==> src/core_pkg.sv <==
package core_pkg;

    // operand, address and shift amount widths
    localparam int DATA_W    = 8;
    localparam int ADDR_W    = 4;
    localparam int AMT_W     = 3;

    // results and memory words hold a full product
    localparam int RES_W     = 2 * DATA_W;
    localparam int MEM_DEPTH = 1 << ADDR_W;

    typedef logic [DATA_W-1:0] data_t;
    typedef logic [RES_W-1:0]  result_t;
    typedef logic [ADDR_W-1:0] addr_t;
    typedef logic [AMT_W-1:0]  amt_t;

    // command kind, taken from OP_SEL
    typedef enum logic [1:0] {
        OP_ALU      = 2'd0,
        OP_SHIFT    = 2'd1,
        OP_RESERVED = 2'd2,
        OP_MEM      = 2'd3
    } op_kind_e;

    // codes 3, 4, 14 and 17 and up are unused and give zero
    typedef enum logic [4:0] {
        ADD    = 5'd0,
        SUB    = 5'd1,
        MUL    = 5'd2,
        AND    = 5'd5,
        NAND   = 5'd6,
        OR     = 5'd7,
        NOR    = 5'd8,
        XOR    = 5'd9,
        XNOR   = 5'd10,
        NOT_A  = 5'd11,
        NOT_B  = 5'd12,
        EQ     = 5'd13,
        CAT_AB = 5'd15,
        CAT_BA = 5'd16
    } alu_op_e;

    // shifter function, the 0/1 suffix is the fill value
    typedef enum logic [2:0] {
        SLL0 = 3'd0,
        SRL0 = 3'd1,
        SLL1 = 3'd2,
        SRL1 = 3'd3,
        ROL  = 3'd4,
        ROR  = 3'd5,
        ASL  = 3'd6,
        ASR  = 3'd7
    } shift_op_e;

    // widen an operand to a result word with zeros in the upper byte
    function automatic result_t zext(input data_t value);
        result_t wide;
        wide = {{(RES_W - DATA_W){1'b0}}, value};
        return wide;
    endfunction

endpackage
==> src/exec_if.sv <==
interface exec_if;

    // decoded command, valid for the single edge that takes it
    core_pkg::op_kind_e  op_kind;
    core_pkg::alu_op_e   alu_op;
    core_pkg::shift_op_e shift_op;
    core_pkg::data_t     operand_1;
    core_pkg::data_t     operand_2;
    logic                input_sel;
    core_pkg::amt_t      shift_amt;
    core_pkg::addr_t     addr;
    logic                mem_sel;

    // execution units only look at the command
    modport unit (
        input op_kind, alu_op, shift_op,
        input operand_1, operand_2, input_sel,
        input shift_amt, addr, mem_sel
    );

    // top level fills it in from the pins
    modport source (
        output op_kind, alu_op, shift_op,
        output operand_1, operand_2, input_sel,
        output shift_amt, addr, mem_sel
    );

endinterface

==> src/mini_core.sv <==
module mini_core (
    input  logic                                    CLK,
    input  logic                                    RESET,
    input  logic                                    INPUT_SEL,
    input  core_pkg::data_t                         INPUT_1,
    input  core_pkg::data_t                         INPUT_2,
    input  logic [$bits(core_pkg::alu_op_e)-1:0]    ALU_SEL,
    input  logic [$bits(core_pkg::shift_op_e)-1:0]  SHIFT_SEL,
    input  logic [$bits(core_pkg::op_kind_e)-1:0]   OP_SEL,
    input  core_pkg::addr_t                         ADDR,
    input  core_pkg::amt_t                          SHIFT_AMT,
    input  logic                                    MEM_SEL,
    output core_pkg::result_t                       OUTPUT
);

    exec_if cmd ();

    core_pkg::result_t alu_result;
    core_pkg::data_t   shift_result;
    logic              wr_en;
    core_pkg::addr_t   wr_addr;
    core_pkg::result_t wr_data;
    core_pkg::addr_t   rd_addr;
    core_pkg::result_t rd_data;

    // pins straight into the command, select codes cast to their enums
    assign cmd.op_kind   = core_pkg::op_kind_e'(OP_SEL);
    assign cmd.alu_op    = core_pkg::alu_op_e'(ALU_SEL);
    assign cmd.shift_op  = core_pkg::shift_op_e'(SHIFT_SEL);
    assign cmd.operand_1 = INPUT_1;
    assign cmd.operand_2 = INPUT_2;
    assign cmd.input_sel = INPUT_SEL;
    assign cmd.shift_amt = SHIFT_AMT;
    assign cmd.addr      = ADDR;
    assign cmd.mem_sel   = MEM_SEL;

    alu u_alu (
        .cmd        (cmd),
        .alu_result (alu_result)
    );

    barrel_shifter u_shifter (
        .cmd          (cmd),
        .shift_result (shift_result)
    );

    data_mem u_mem (
        .CLK     (CLK),
        .RESET   (RESET),
        .wr_en   (wr_en),
        .wr_addr (wr_addr),
        .wr_data (wr_data),
        .rd_addr (rd_addr),
        .rd_data (rd_data)
    );

    writeback u_writeback (
        .CLK          (CLK),
        .RESET        (RESET),
        .cmd          (cmd),
        .alu_result   (alu_result),
        .shift_result (shift_result),
        .rd_data      (rd_data),
        .wr_en        (wr_en),
        .wr_addr      (wr_addr),
        .wr_data      (wr_data),
        .rd_addr      (rd_addr),
        .result       (OUTPUT)
    );

endmodule

==> src/writeback.sv <==
module writeback (
    input  logic                CLK,
    input  logic                RESET,
    exec_if.unit                cmd,
    input  core_pkg::result_t   alu_result,
    input  core_pkg::data_t     shift_result,
    input  core_pkg::result_t   rd_data,
    output logic                wr_en,
    output core_pkg::addr_t     wr_addr,
    output core_pkg::result_t   wr_data,
    output core_pkg::addr_t     rd_addr,
    output core_pkg::result_t   result
);

    core_pkg::data_t   operand;
    core_pkg::result_t candidate;
    logic              active;
    logic              is_mem;

    assign operand = cmd.input_sel ? cmd.operand_2 : cmd.operand_1;

    // value that a store would write or a compute command would show
    always_comb
    begin
        case (cmd.op_kind)
            core_pkg::OP_ALU:
            begin
                candidate = alu_result;
            end
            core_pkg::OP_SHIFT:
            begin
                candidate = core_pkg::zext(shift_result);
            end
            core_pkg::OP_MEM:
            begin
                candidate = core_pkg::zext(operand);
            end
            default:
            begin
                candidate = '0;
            end
        endcase
    end

    // reserved code touches neither memory nor OUTPUT
    assign active = (cmd.op_kind != core_pkg::OP_RESERVED);
    assign is_mem = (cmd.op_kind == core_pkg::OP_MEM);

    assign wr_en   = active && cmd.mem_sel;
    assign wr_addr = cmd.addr;
    assign wr_data = candidate;
    assign rd_addr = cmd.addr;

    // stores leave the output register alone
    always_ff @(posedge CLK or posedge RESET)
    begin
        if (RESET)
        begin
            result <= '0;
        end
        else if (active && !cmd.mem_sel)
        begin
            result <= is_mem ? rd_data : candidate;
        end
    end

endmodule

==> src/data_mem.sv <==
module data_mem (
    input  logic                CLK,
    input  logic                RESET,
    input  logic                wr_en,
    input  core_pkg::addr_t     wr_addr,
    input  core_pkg::result_t   wr_data,
    input  core_pkg::addr_t     rd_addr,
    output core_pkg::result_t   rd_data
);

    // small register file, every word cleared on reset
    core_pkg::result_t mem [core_pkg::MEM_DEPTH];

    always_ff @(posedge CLK or posedge RESET)
    begin
        if (RESET)
        begin
            for (int i = 0; i < core_pkg::MEM_DEPTH; i++)
            begin
                mem[i] <= '0;
            end
        end
        else if (wr_en)
        begin
            mem[wr_addr] <= wr_data;
        end
    end

    // read is combinational, a write is visible from the next cycle on
    assign rd_data = mem[rd_addr];

endmodule

==> src/barrel_shifter.sv <==
module barrel_shifter (
    exec_if.unit                cmd,
    output core_pkg::data_t     shift_result
);

    core_pkg::data_t operand;
    core_pkg::data_t low_ones;
    core_pkg::data_t high_ones;
    core_pkg::data_t sll0;
    core_pkg::data_t srl0;
    core_pkg::data_t sll1;
    core_pkg::data_t srl1;
    logic [2*core_pkg::DATA_W-1:0] rot_left;
    logic [2*core_pkg::DATA_W-1:0] rot_right;

    assign operand = cmd.input_sel ? cmd.operand_2 : cmd.operand_1;

    // bits vacated by a shift of shift_amt, low end for left and high end for right
    assign low_ones  = ~({core_pkg::DATA_W{1'b1}} << cmd.shift_amt);
    assign high_ones = ~({core_pkg::DATA_W{1'b1}} >> cmd.shift_amt);

    // zero fill
    assign sll0 = operand << cmd.shift_amt;
    assign srl0 = operand >> cmd.shift_amt;

    // one fill
    assign sll1 = sll0 | low_ones;
    assign srl1 = srl0 | high_ones;

    // rotate by shifting a doubled copy, wrapped bits come from the other half
    assign rot_left  = {operand, operand} << cmd.shift_amt;
    assign rot_right = {operand, operand} >> cmd.shift_amt;

    always_comb
    begin
        case (cmd.shift_op)
            core_pkg::SLL0:
            begin
                shift_result = sll0;
            end
            core_pkg::SRL0:
            begin
                shift_result = srl0;
            end
            core_pkg::SLL1:
            begin
                shift_result = sll1;
            end
            core_pkg::SRL1:
            begin
                shift_result = srl1;
            end
            core_pkg::ROL:
            begin
                shift_result = rot_left[2*core_pkg::DATA_W-1 -: core_pkg::DATA_W];
            end
            core_pkg::ROR:
            begin
                shift_result = rot_right[core_pkg::DATA_W-1:0];
            end
            // arithmetic shifts pick the fill from the edge bit
            core_pkg::ASL:
            begin
                shift_result = operand[0] ? sll1 : sll0;
            end
            core_pkg::ASR:
            begin
                shift_result = operand[core_pkg::DATA_W-1] ? srl1 : srl0;
            end
            default:
            begin
                shift_result = '0;
            end
        endcase
    end

endmodule

==> src/alu.sv <==
module alu (
    exec_if.unit                cmd,
    output core_pkg::result_t   alu_result
);

    // operands zero-extended so sums, differences and products keep every bit
    core_pkg::result_t a_wide;
    core_pkg::result_t b_wide;

    assign a_wide = core_pkg::zext(cmd.operand_1);
    assign b_wide = core_pkg::zext(cmd.operand_2);

    always_comb
    begin
        alu_result = '0;
        case (cmd.alu_op)
            core_pkg::ADD:
            begin
                alu_result = a_wide + b_wide;
            end
            // wraps to two's complement when operand_2 is larger
            core_pkg::SUB:
            begin
                alu_result = a_wide - b_wide;
            end
            core_pkg::MUL:
            begin
                alu_result = a_wide * b_wide;
            end

            // bitwise results are one byte wide
            core_pkg::AND:
            begin
                alu_result = core_pkg::zext(cmd.operand_1 & cmd.operand_2);
            end
            core_pkg::NAND:
            begin
                alu_result = core_pkg::zext(~(cmd.operand_1 & cmd.operand_2));
            end
            core_pkg::OR:
            begin
                alu_result = core_pkg::zext(cmd.operand_1 | cmd.operand_2);
            end
            core_pkg::NOR:
            begin
                alu_result = core_pkg::zext(~(cmd.operand_1 | cmd.operand_2));
            end
            core_pkg::XOR:
            begin
                alu_result = core_pkg::zext(cmd.operand_1 ^ cmd.operand_2);
            end
            core_pkg::XNOR:
            begin
                alu_result = core_pkg::zext(~(cmd.operand_1 ^ cmd.operand_2));
            end
            core_pkg::NOT_A:
            begin
                alu_result = core_pkg::zext(~cmd.operand_1);
            end
            core_pkg::NOT_B:
            begin
                alu_result = core_pkg::zext(~cmd.operand_2);
            end

            core_pkg::EQ:
            begin
                alu_result = (cmd.operand_1 == cmd.operand_2) ? core_pkg::result_t'(1) : '0;
            end

            // first named operand lands in the upper byte
            core_pkg::CAT_AB:
            begin
                alu_result = {cmd.operand_1, cmd.operand_2};
            end
            core_pkg::CAT_BA:
            begin
                alu_result = {cmd.operand_2, cmd.operand_1};
            end

            default:
            begin
                alu_result = '0;
            end
        endcase
    end

endmodule

==> config.mk <==
export PLATFORM = sky130hd
export DESIGN_NAME = mini_core
export DESIGN_NICKNAME = d
export VERILOG_FILES = /design/src/core_pkg.sv /design/src/exec_if.sv /design/src/mini_core.sv /design/src/writeback.sv /design/src/data_mem.sv /design/src/barrel_shifter.sv /design/src/alu.sv
export SDC_FILE = /design/constraint.sdc
export NUM_CORES = 1
export LEC_CHECK = 0
export ABC_AREA = 1
export BUFFER_PORTS_ARGS = -buffer_cell sky130_fd_sc_hd__buf_2
export CAP_MARGIN = 10
export CORE_AREA = 4 4 202 204
export DETAILED_ROUTE_END_ITERATION = 10
export DIE_AREA = 0 0 206 208
export PLACE_DENSITY = 0.6
export SLEW_MARGIN = 0
export SYNTH_ARGS = -nofsm -noshare
export SYNTH_HDL_FRONTEND = slang
export SYNTH_SLANG_ARGS = --single-unit
==> constraint.sdc <==
create_clock -name CLK -period 10.47 [get_ports CLK]
set_input_delay 2.094 -clock CLK [delete_from_list [all_inputs] [get_ports CLK]]
set_output_delay 2.094 -clock CLK [all_outputs]
set_load 0.01 [all_outputs]
==> flow_metrics.py, run 1 <==
metrics = {
    "run_status": {
        "status": "finished clean",
    },
    "min_path": {
        "hold_start": "u_mem.mem[146]",
        "hold_class": "reg2reg",
    },
    "yosys": {
        "yosys_warnings": 0,
        "syn_area_per_cell_um2": 7.494,
        "synth_most_common_cell": "nand2_1",
        "synth-seq-area-share_pct": 39.11,
        "syn-num-nets": 2457,
        "synthTopCellsByCount": "nand2_1 (683), dfrtp_1 (272), inv_1 (252)",
        "synth_top_area_share_pct": 39.11,
        "netlist_area_um2": 17400,
        "synth.distinct_cells": 46,
        "synth_ff_type": "dfrtp_1",
        "yosysTopAreaCell": "dfrtp_1",
        "yosys_register_bits": 272,
        "ys_top_cells_by_area": "dfrtp_1 (39%), nand2_1 (15%), inv_1 (5.4%)",
        "synth_edf_count": 0,
        "syn_inst": 2322,
        "async_flop_share_pct": 100.0,
    },
    "setup_path": {
        "reg2reg_slack_ns": 8.74,
        "max_stage_delay_ns": 0.55,
        "worstSetupEndpoint": "u_mem.mem[72]",
        "crit_fanout": 17,
        "startpoint": "INPUT_1[5]",
        "cp-start-kind": "primary input",
        "reg2regPathDepth": 9,
        "arrival_ns": 6.50,
        "worstSetupEndpointType": "flop",
        "slowest_stage": "fa_1",
        "reg2reg_to": "u_writeback.result[2]",
        "worstPathRequired_ns": 10.88,
        "path_cells": "buf_2 > nand2_1 > fa_1 > fa_1 > inv_1 > fa_1 > inv_1 > fa_1 > inv_1 > ha_1 > a21oi_1 > a21boi_0 > xor2_1 > inv_1 > nand2_1 > nand3b_1 > o21ai_2 > o21ai_0",
        "worstReg2RegStart": "u_mem.mem[242]",
        "worstSetupPathType": "in2reg",
    },
    "die": {
        "initial_core_util_pct": 44.31,
        "die-width_um": 206,
        "dieHeight_um": 208,
        "row_count": 73,
        "dieArea_um2": 42850,
        "core_area_um2": 39280,
        "ios": 53,
    },
    "drt": {
        "drc_errors": 0,
        "wire_per_inst_um": 19.92,
        "dr.pass1.iters": 6,
        "antenna_left": 0,
        "drt-initial-drc-count": 1477,
        "wl_um": 56760,
        "viasPerCell": 5.632,
        "num_vias": 16050,
    },
    "power": {
        "p_leak_uw": 0.009324,
        "power_uw": 3065,
        "vdd_drop_max_mv": 0.1226,
        "powerDensity_nw_per_um2": 162.1,
    },
    "finish": {
        "multi_input_area_um2": 9080,
        "diodes": 0,
        "instances_no_fill": 2849,
        "fillers": 3981,
        "drive_gt1_share_pct": 7.874,
        "seq_area_um2": 6807,
        "syn_to_final_growth_pct": 8.614,
        "fin_nets": 2439,
    },
    "global_routing": {
        "grt_overflow": 0,
        "grt_max_degree": 133,
        "antenna_found_initial": 0,
        "grt_util_met1_pct": 38.93,
        "grt_most_used_layer": "met2",
        "met2_usage_pct": 41.89,
        "grt_usage_pct": 26.33,
        "grt_pass1_wl_um": 89920,
        "grt_pass1_vias": 15620,
        "met3_usage_pct": 2.525,
    },
    "clock_tree": {
        "cts_root_buf": "clkbuf_16",
        "ctsHoldBuffers": 0,
        "tritoncts_num_sinks": 272,
        "tritoncts": "yes",
        "clock_path_buffers": 3,
        "clk_pin_slew_worst_paths_ns": 0.06,
        "cts_resized": 0,
        "clk_latency_ns": 0.57,
        "post_cts_buffers": 0,
        "cts_buffers": 28,
        "htree_levels": 1,
    },
    "sta": {
        "finalCritPeriodShare_pct": 58.19,
        "relSlewSlack_pct": 27.66,
        "finalHoldViolations": 0,
        "tightest_slew_ns": 1.081,
        "hold_slack_ns": 0.4816,
        "grt_setup_unrepaired": "no",
        "final.setup.worst_slack_ns": 4.378,
        "fmax_mhz": 164.1,
        "finalMaxSlewViolations": 0,
        "fin_worst_skew_ns": 0.02286,
        "min_period_ns": 6.092,
        "final-setup-viol-count": 0,
        "setup_tns_ns": 0,
    },
    "place": {
        "post-place-ws_ns": 3.804,
        "dpl.cell_count": 2799,
        "io_buffers": 52,
        "place_congestion": 0.9349,
        "dp_hpwl_um": 39590,
    },
    "job": {
        "maxCapViolCount": 0,
    },
}
-- critical path: cells and delay by family --
kind / cells / cell delay (ns)
AOI/OAI and AO/OA: 4 / 1.21
xor gates and xnor gates: 1 / 0.17
buffers and inverters: 5 / 0.43
adders and majority gates: 5 / 2.33
and+or+nand+nor: 3 / 0.26
-- cells in the final DEF, fill, tap and decap left out, drive strengths merged, types with 2 or more instances in the layout --
| cell type | n |
|---|---|
| o21bai | 2 |
| nand4 | 26 |
| dfrtp | 272 |
| clkbuf | 40 |
| fa | 38 |
| o22ai | 12 |
| xor2 | 2 |
| nor3 | 11 |
| a21boi | 3 |
| inv | 262 |
| nand3b | 5 |
| a31oi | 42 |
| xnor2 | 2 |
| nand2 | 701 |
| a21oi | 99 |
| o211ai | 2 |
| nor2 | 158 |
| o221ai | 26 |
| nand3 | 127 |
| o21ai | 228 |
| bufinv | 3 |
| a22oi | 104 |
| clkinv | 16 |
| ha | 60 |
| buf | 67 |
| or2 | 10 |
-- metrics by stage --
stage          cell area, um2  utilization (%)
2_1_floorplan           17400                -
3_3_place_gp            17940            45.68
3_5_place_dp            17940            45.68
4_1_cts                 18900            48.12
5_1_grt                 18900            48.12
6_report                18900            48.12
-- report_power, final --
part / switching, uW / total (uW) / internal [uW] / leakage, uW
Sequential: 60.6 / 1250 / 1190 / 0.00357
Clock: 430 / 1040 / 611 / 0.000473
Combinational: 512 / 774 / 263 / 0.00528
Total: 1000 / 3060 / 2060 / 0.00932
-- cell families (layout without fill, tap and decap cells) --
logic type / after synthesis / after routing / synth area share, %
compound gates: 522 / 522 / 18.03
xor+xnor: 4 / 4 / 0.2014
simple gates: 1040 / 1040 / 25.14
flops: 272 / 272 / 39.11
buf+inv: 386 / 388 / 8.829
fa+ha+maj: 98 / 98 / 8.686
-- worst min-delay path by stage --
stage               slack (ns)  cells after the start              to
finish                    0.48                      2  u_mem.mem[146]
global route              0.49                      2  u_mem.mem[100]
CTS                       0.48                      2  u_mem.mem[100]
detailed placement        0.47                      2  u_mem.mem[210]
global placement          0.46                      2  u_mem.mem[114]
floorplan                 0.45                      2  u_mem.mem[146]
-- registers in the layout (all words and copies together) (netlist names) --
name / cells
u_writeback.result: 16
u_mem.mem: 256
-- routing by layer --
layer	vias to the layer above	part of all wire [%]
met2	592	46
met3	74	6.2
met4	0	2.2
li1	7593	-
met5	-	0
met1	7786	46
-- layout make-up --
cell class              count  area share, %
flip-flops and latches    272          36.01
multi-input cells        1664          48.04
repair buffers             67          1.973
well taps                 525          3.475
clock buffers              40          4.263
inverters                 271          5.422
clock inverters            10         0.8142
Power figures use the tool's default switching activity.
==> run 2, diff against run 1 <==
Clock period 10.47 ns to 6.32 ns, I/O delays scaled along.
==> run 2 against run 1 <==
Effect of this change:
- sequential share of layout area about the same
- hold slack got worse by 0.00074 ns
- global-route usage decreased by 0.42 points
- critical endpoint is now u_mem.mem[76]
- largest power group unchanged
==> flow_metrics.py, run 2 (same netlist as run 1, synthesis figures left out) <==
metrics = {
    "power": {
        "power_uw": 4960,
        "powerDensity_nw_per_um2": 262.5,
        "p_leak_uw": 0.009316,
        "vdd_drop_max_mv": 0.1817,
    },
    "drt": {
        "viasPerCell": 5.586,
        "drt-initial-drc-count": 1487,
        "wire_per_inst_um": 19.74,
        "drc_errors": 0,
        "wl_um": 56390,
        "antenna_left": 0,
        "num_vias": 15950,
        "dr.pass1.iters": 8,
    },
    "clock_tree": {
        "tritoncts_num_sinks": 272,
        "post_cts_buffers": 0,
        "clock_path_buffers": 3,
        "cts_buffers": 29,
        "tritoncts": "yes",
        "ctsHoldBuffers": 0,
        "clk_latency_ns": 0.57,
        "htree_levels": 1,
        "cts_resized": 0,
        "clk_pin_slew_worst_paths_ns": 0.06,
        "cts_root_buf": "clkbuf_16",
    },
    "setup_path": {
        "reg2reg_slack_ns": 4.55,
        "worstSetupPathType": "in2reg",
        "reg2reg_to": "u_writeback.result[2]",
        "worstPathRequired_ns": 6.80,
        "worstReg2RegStart": "u_mem.mem[194]",
        "reg2regPathDepth": 9,
        "worstSetupEndpointType": "flop",
        "cp-start-kind": "primary input",
        "arrival_ns": 5.73,
        "crit_fanout": 17,
    },
    "sta": {
        "relSlewSlack_pct": 26.51,
        "hold_slack_ns": 0.4809,
        "fmax_mhz": 190.5,
        "final-setup-viol-count": 0,
        "min_period_ns": 5.249,
        "tightest_slew_ns": 1.098,
        "finalHoldViolations": 0,
        "finalMaxSlewViolations": 0,
        "finalCritPeriodShare_pct": 83.06,
        "setup_tns_ns": 0,
        "fin_worst_skew_ns": 0.01215,
        "grt_setup_unrepaired": "no",
    },
    "die": {
        "ios": 53,
        "initial_core_util_pct": 44.31,
        "core_area_um2": 39280,
        "dieArea_um2": 42850,
        "dieHeight_um": 208,
        "row_count": 73,
        "die-width_um": 206,
    },
    "finish": {
        "multi_input_area_um2": 9080,
        "syn_to_final_growth_pct": 8.592,
        "fin_nets": 2447,
        "final_common_cell": "nand2_1",
        "largestRegisters": "u_mem.mem (256), u_writeback.result (16)",
        "top_register": "u_mem.mem",
        "most-common-layout-cells": "nand2_1 (683), dfrtp_1 (272), inv_1 (249)",
        "diodes": 0,
        "final_cell_area_um2": 18900,
        "largest_reg_flops": 256,
        "fillers": 4035,
        "drive_gt1_share_pct": 8.108,
        "seq_area_um2": 6807,
    },
    "min_path": {
        "holdPathStages": 2,
        "hold_class": "reg2reg",
        "hold_end": "u_mem.mem[66]",
        "hold_start": "u_mem.mem[66]",
    },
    "place": {
        "dp_hpwl_um": 39440,
        "place_congestion": 0.9410,
        "dpl_cell_area_um2": 18010,
        "io_buffers": 52,
    },
    "global_routing": {
        "grt_max_degree": 112,
        "grt_usage_pct": 25.92,
        "grt_pass1_wl_um": 88100,
        "grt_pass1_vias": 15280,
        "antenna_found_initial": 0,
        "grt_overflow": 0,
    },
    "run_status": {
        "status": "finished clean",
    },
    "job": {
        "maxCapViolCount": 0,
    },
}
run 2: final cells by class:
cell class              count  area share, %
clock buffers              44          4.456
clock inverters             6         0.2119
inverters                 271          5.403
multi-input cells        1664          48.05
flip-flops and latches    272          36.02
well taps                 525          3.476
repair buffers             74          2.384
run 2: critical path, stage by stage:
cell      delay (ns)
buf_2           0.19
ha_1            0.32
fa_1            0.46
fa_1            0.48
fa_1            0.54
inv_1           0.05
fa_1            0.47
inv_1           0.04
ha_1            0.33
a21oi_1         0.21
a21boi_0        0.31
o21ai_0         0.18
nand2_1         0.11
nand2_1         0.05
nand2_1         0.05
nand3_1         0.06
nand2_1         0.14
nand2_2         0.22
o21ai_0         0.24
run 2: worst max-delay path by stage:
stage               startpoint        endpoint  slack (ns)  depth (start not counted)
floorplan           INPUT_1[4]  u_mem.mem[152]        0.99                         19
global route        INPUT_1[4]  u_mem.mem[107]        0.72                         17
finish              INPUT_1[3]   u_mem.mem[76]        1.07                         19
global placement    INPUT_1[3]  u_mem.mem[108]        0.63                         19
CTS                 INPUT_1[3]   u_mem.mem[12]        1.11                         19
detailed placement  INPUT_1[3]   u_mem.mem[76]        0.52                         19
run 2: where the power goes:
part	internal, uW	total, uW	switching (uW)
Sequential	1970	2070	101
Combinational	437	1280	845
Clock	912	1610	694
run 2: layer usage:
layer,track usage [%],part of all wire (%)
met1,37.47,45
met2,41.08,46
met3,3.647,6.8
met4,6.861,2.5
met5,0,0
run 2: per-stage QoR:
stage	setup slack, ns	util [%]	cells
finish	1.071	48.11	2856
global route	0.7233	48.11	2856
CTS	1.115	48.11	2856
detailed placement	0.5242	45.87	2806
global placement	0.6259	45.87	2806
floorplan	0.9918	-	2322
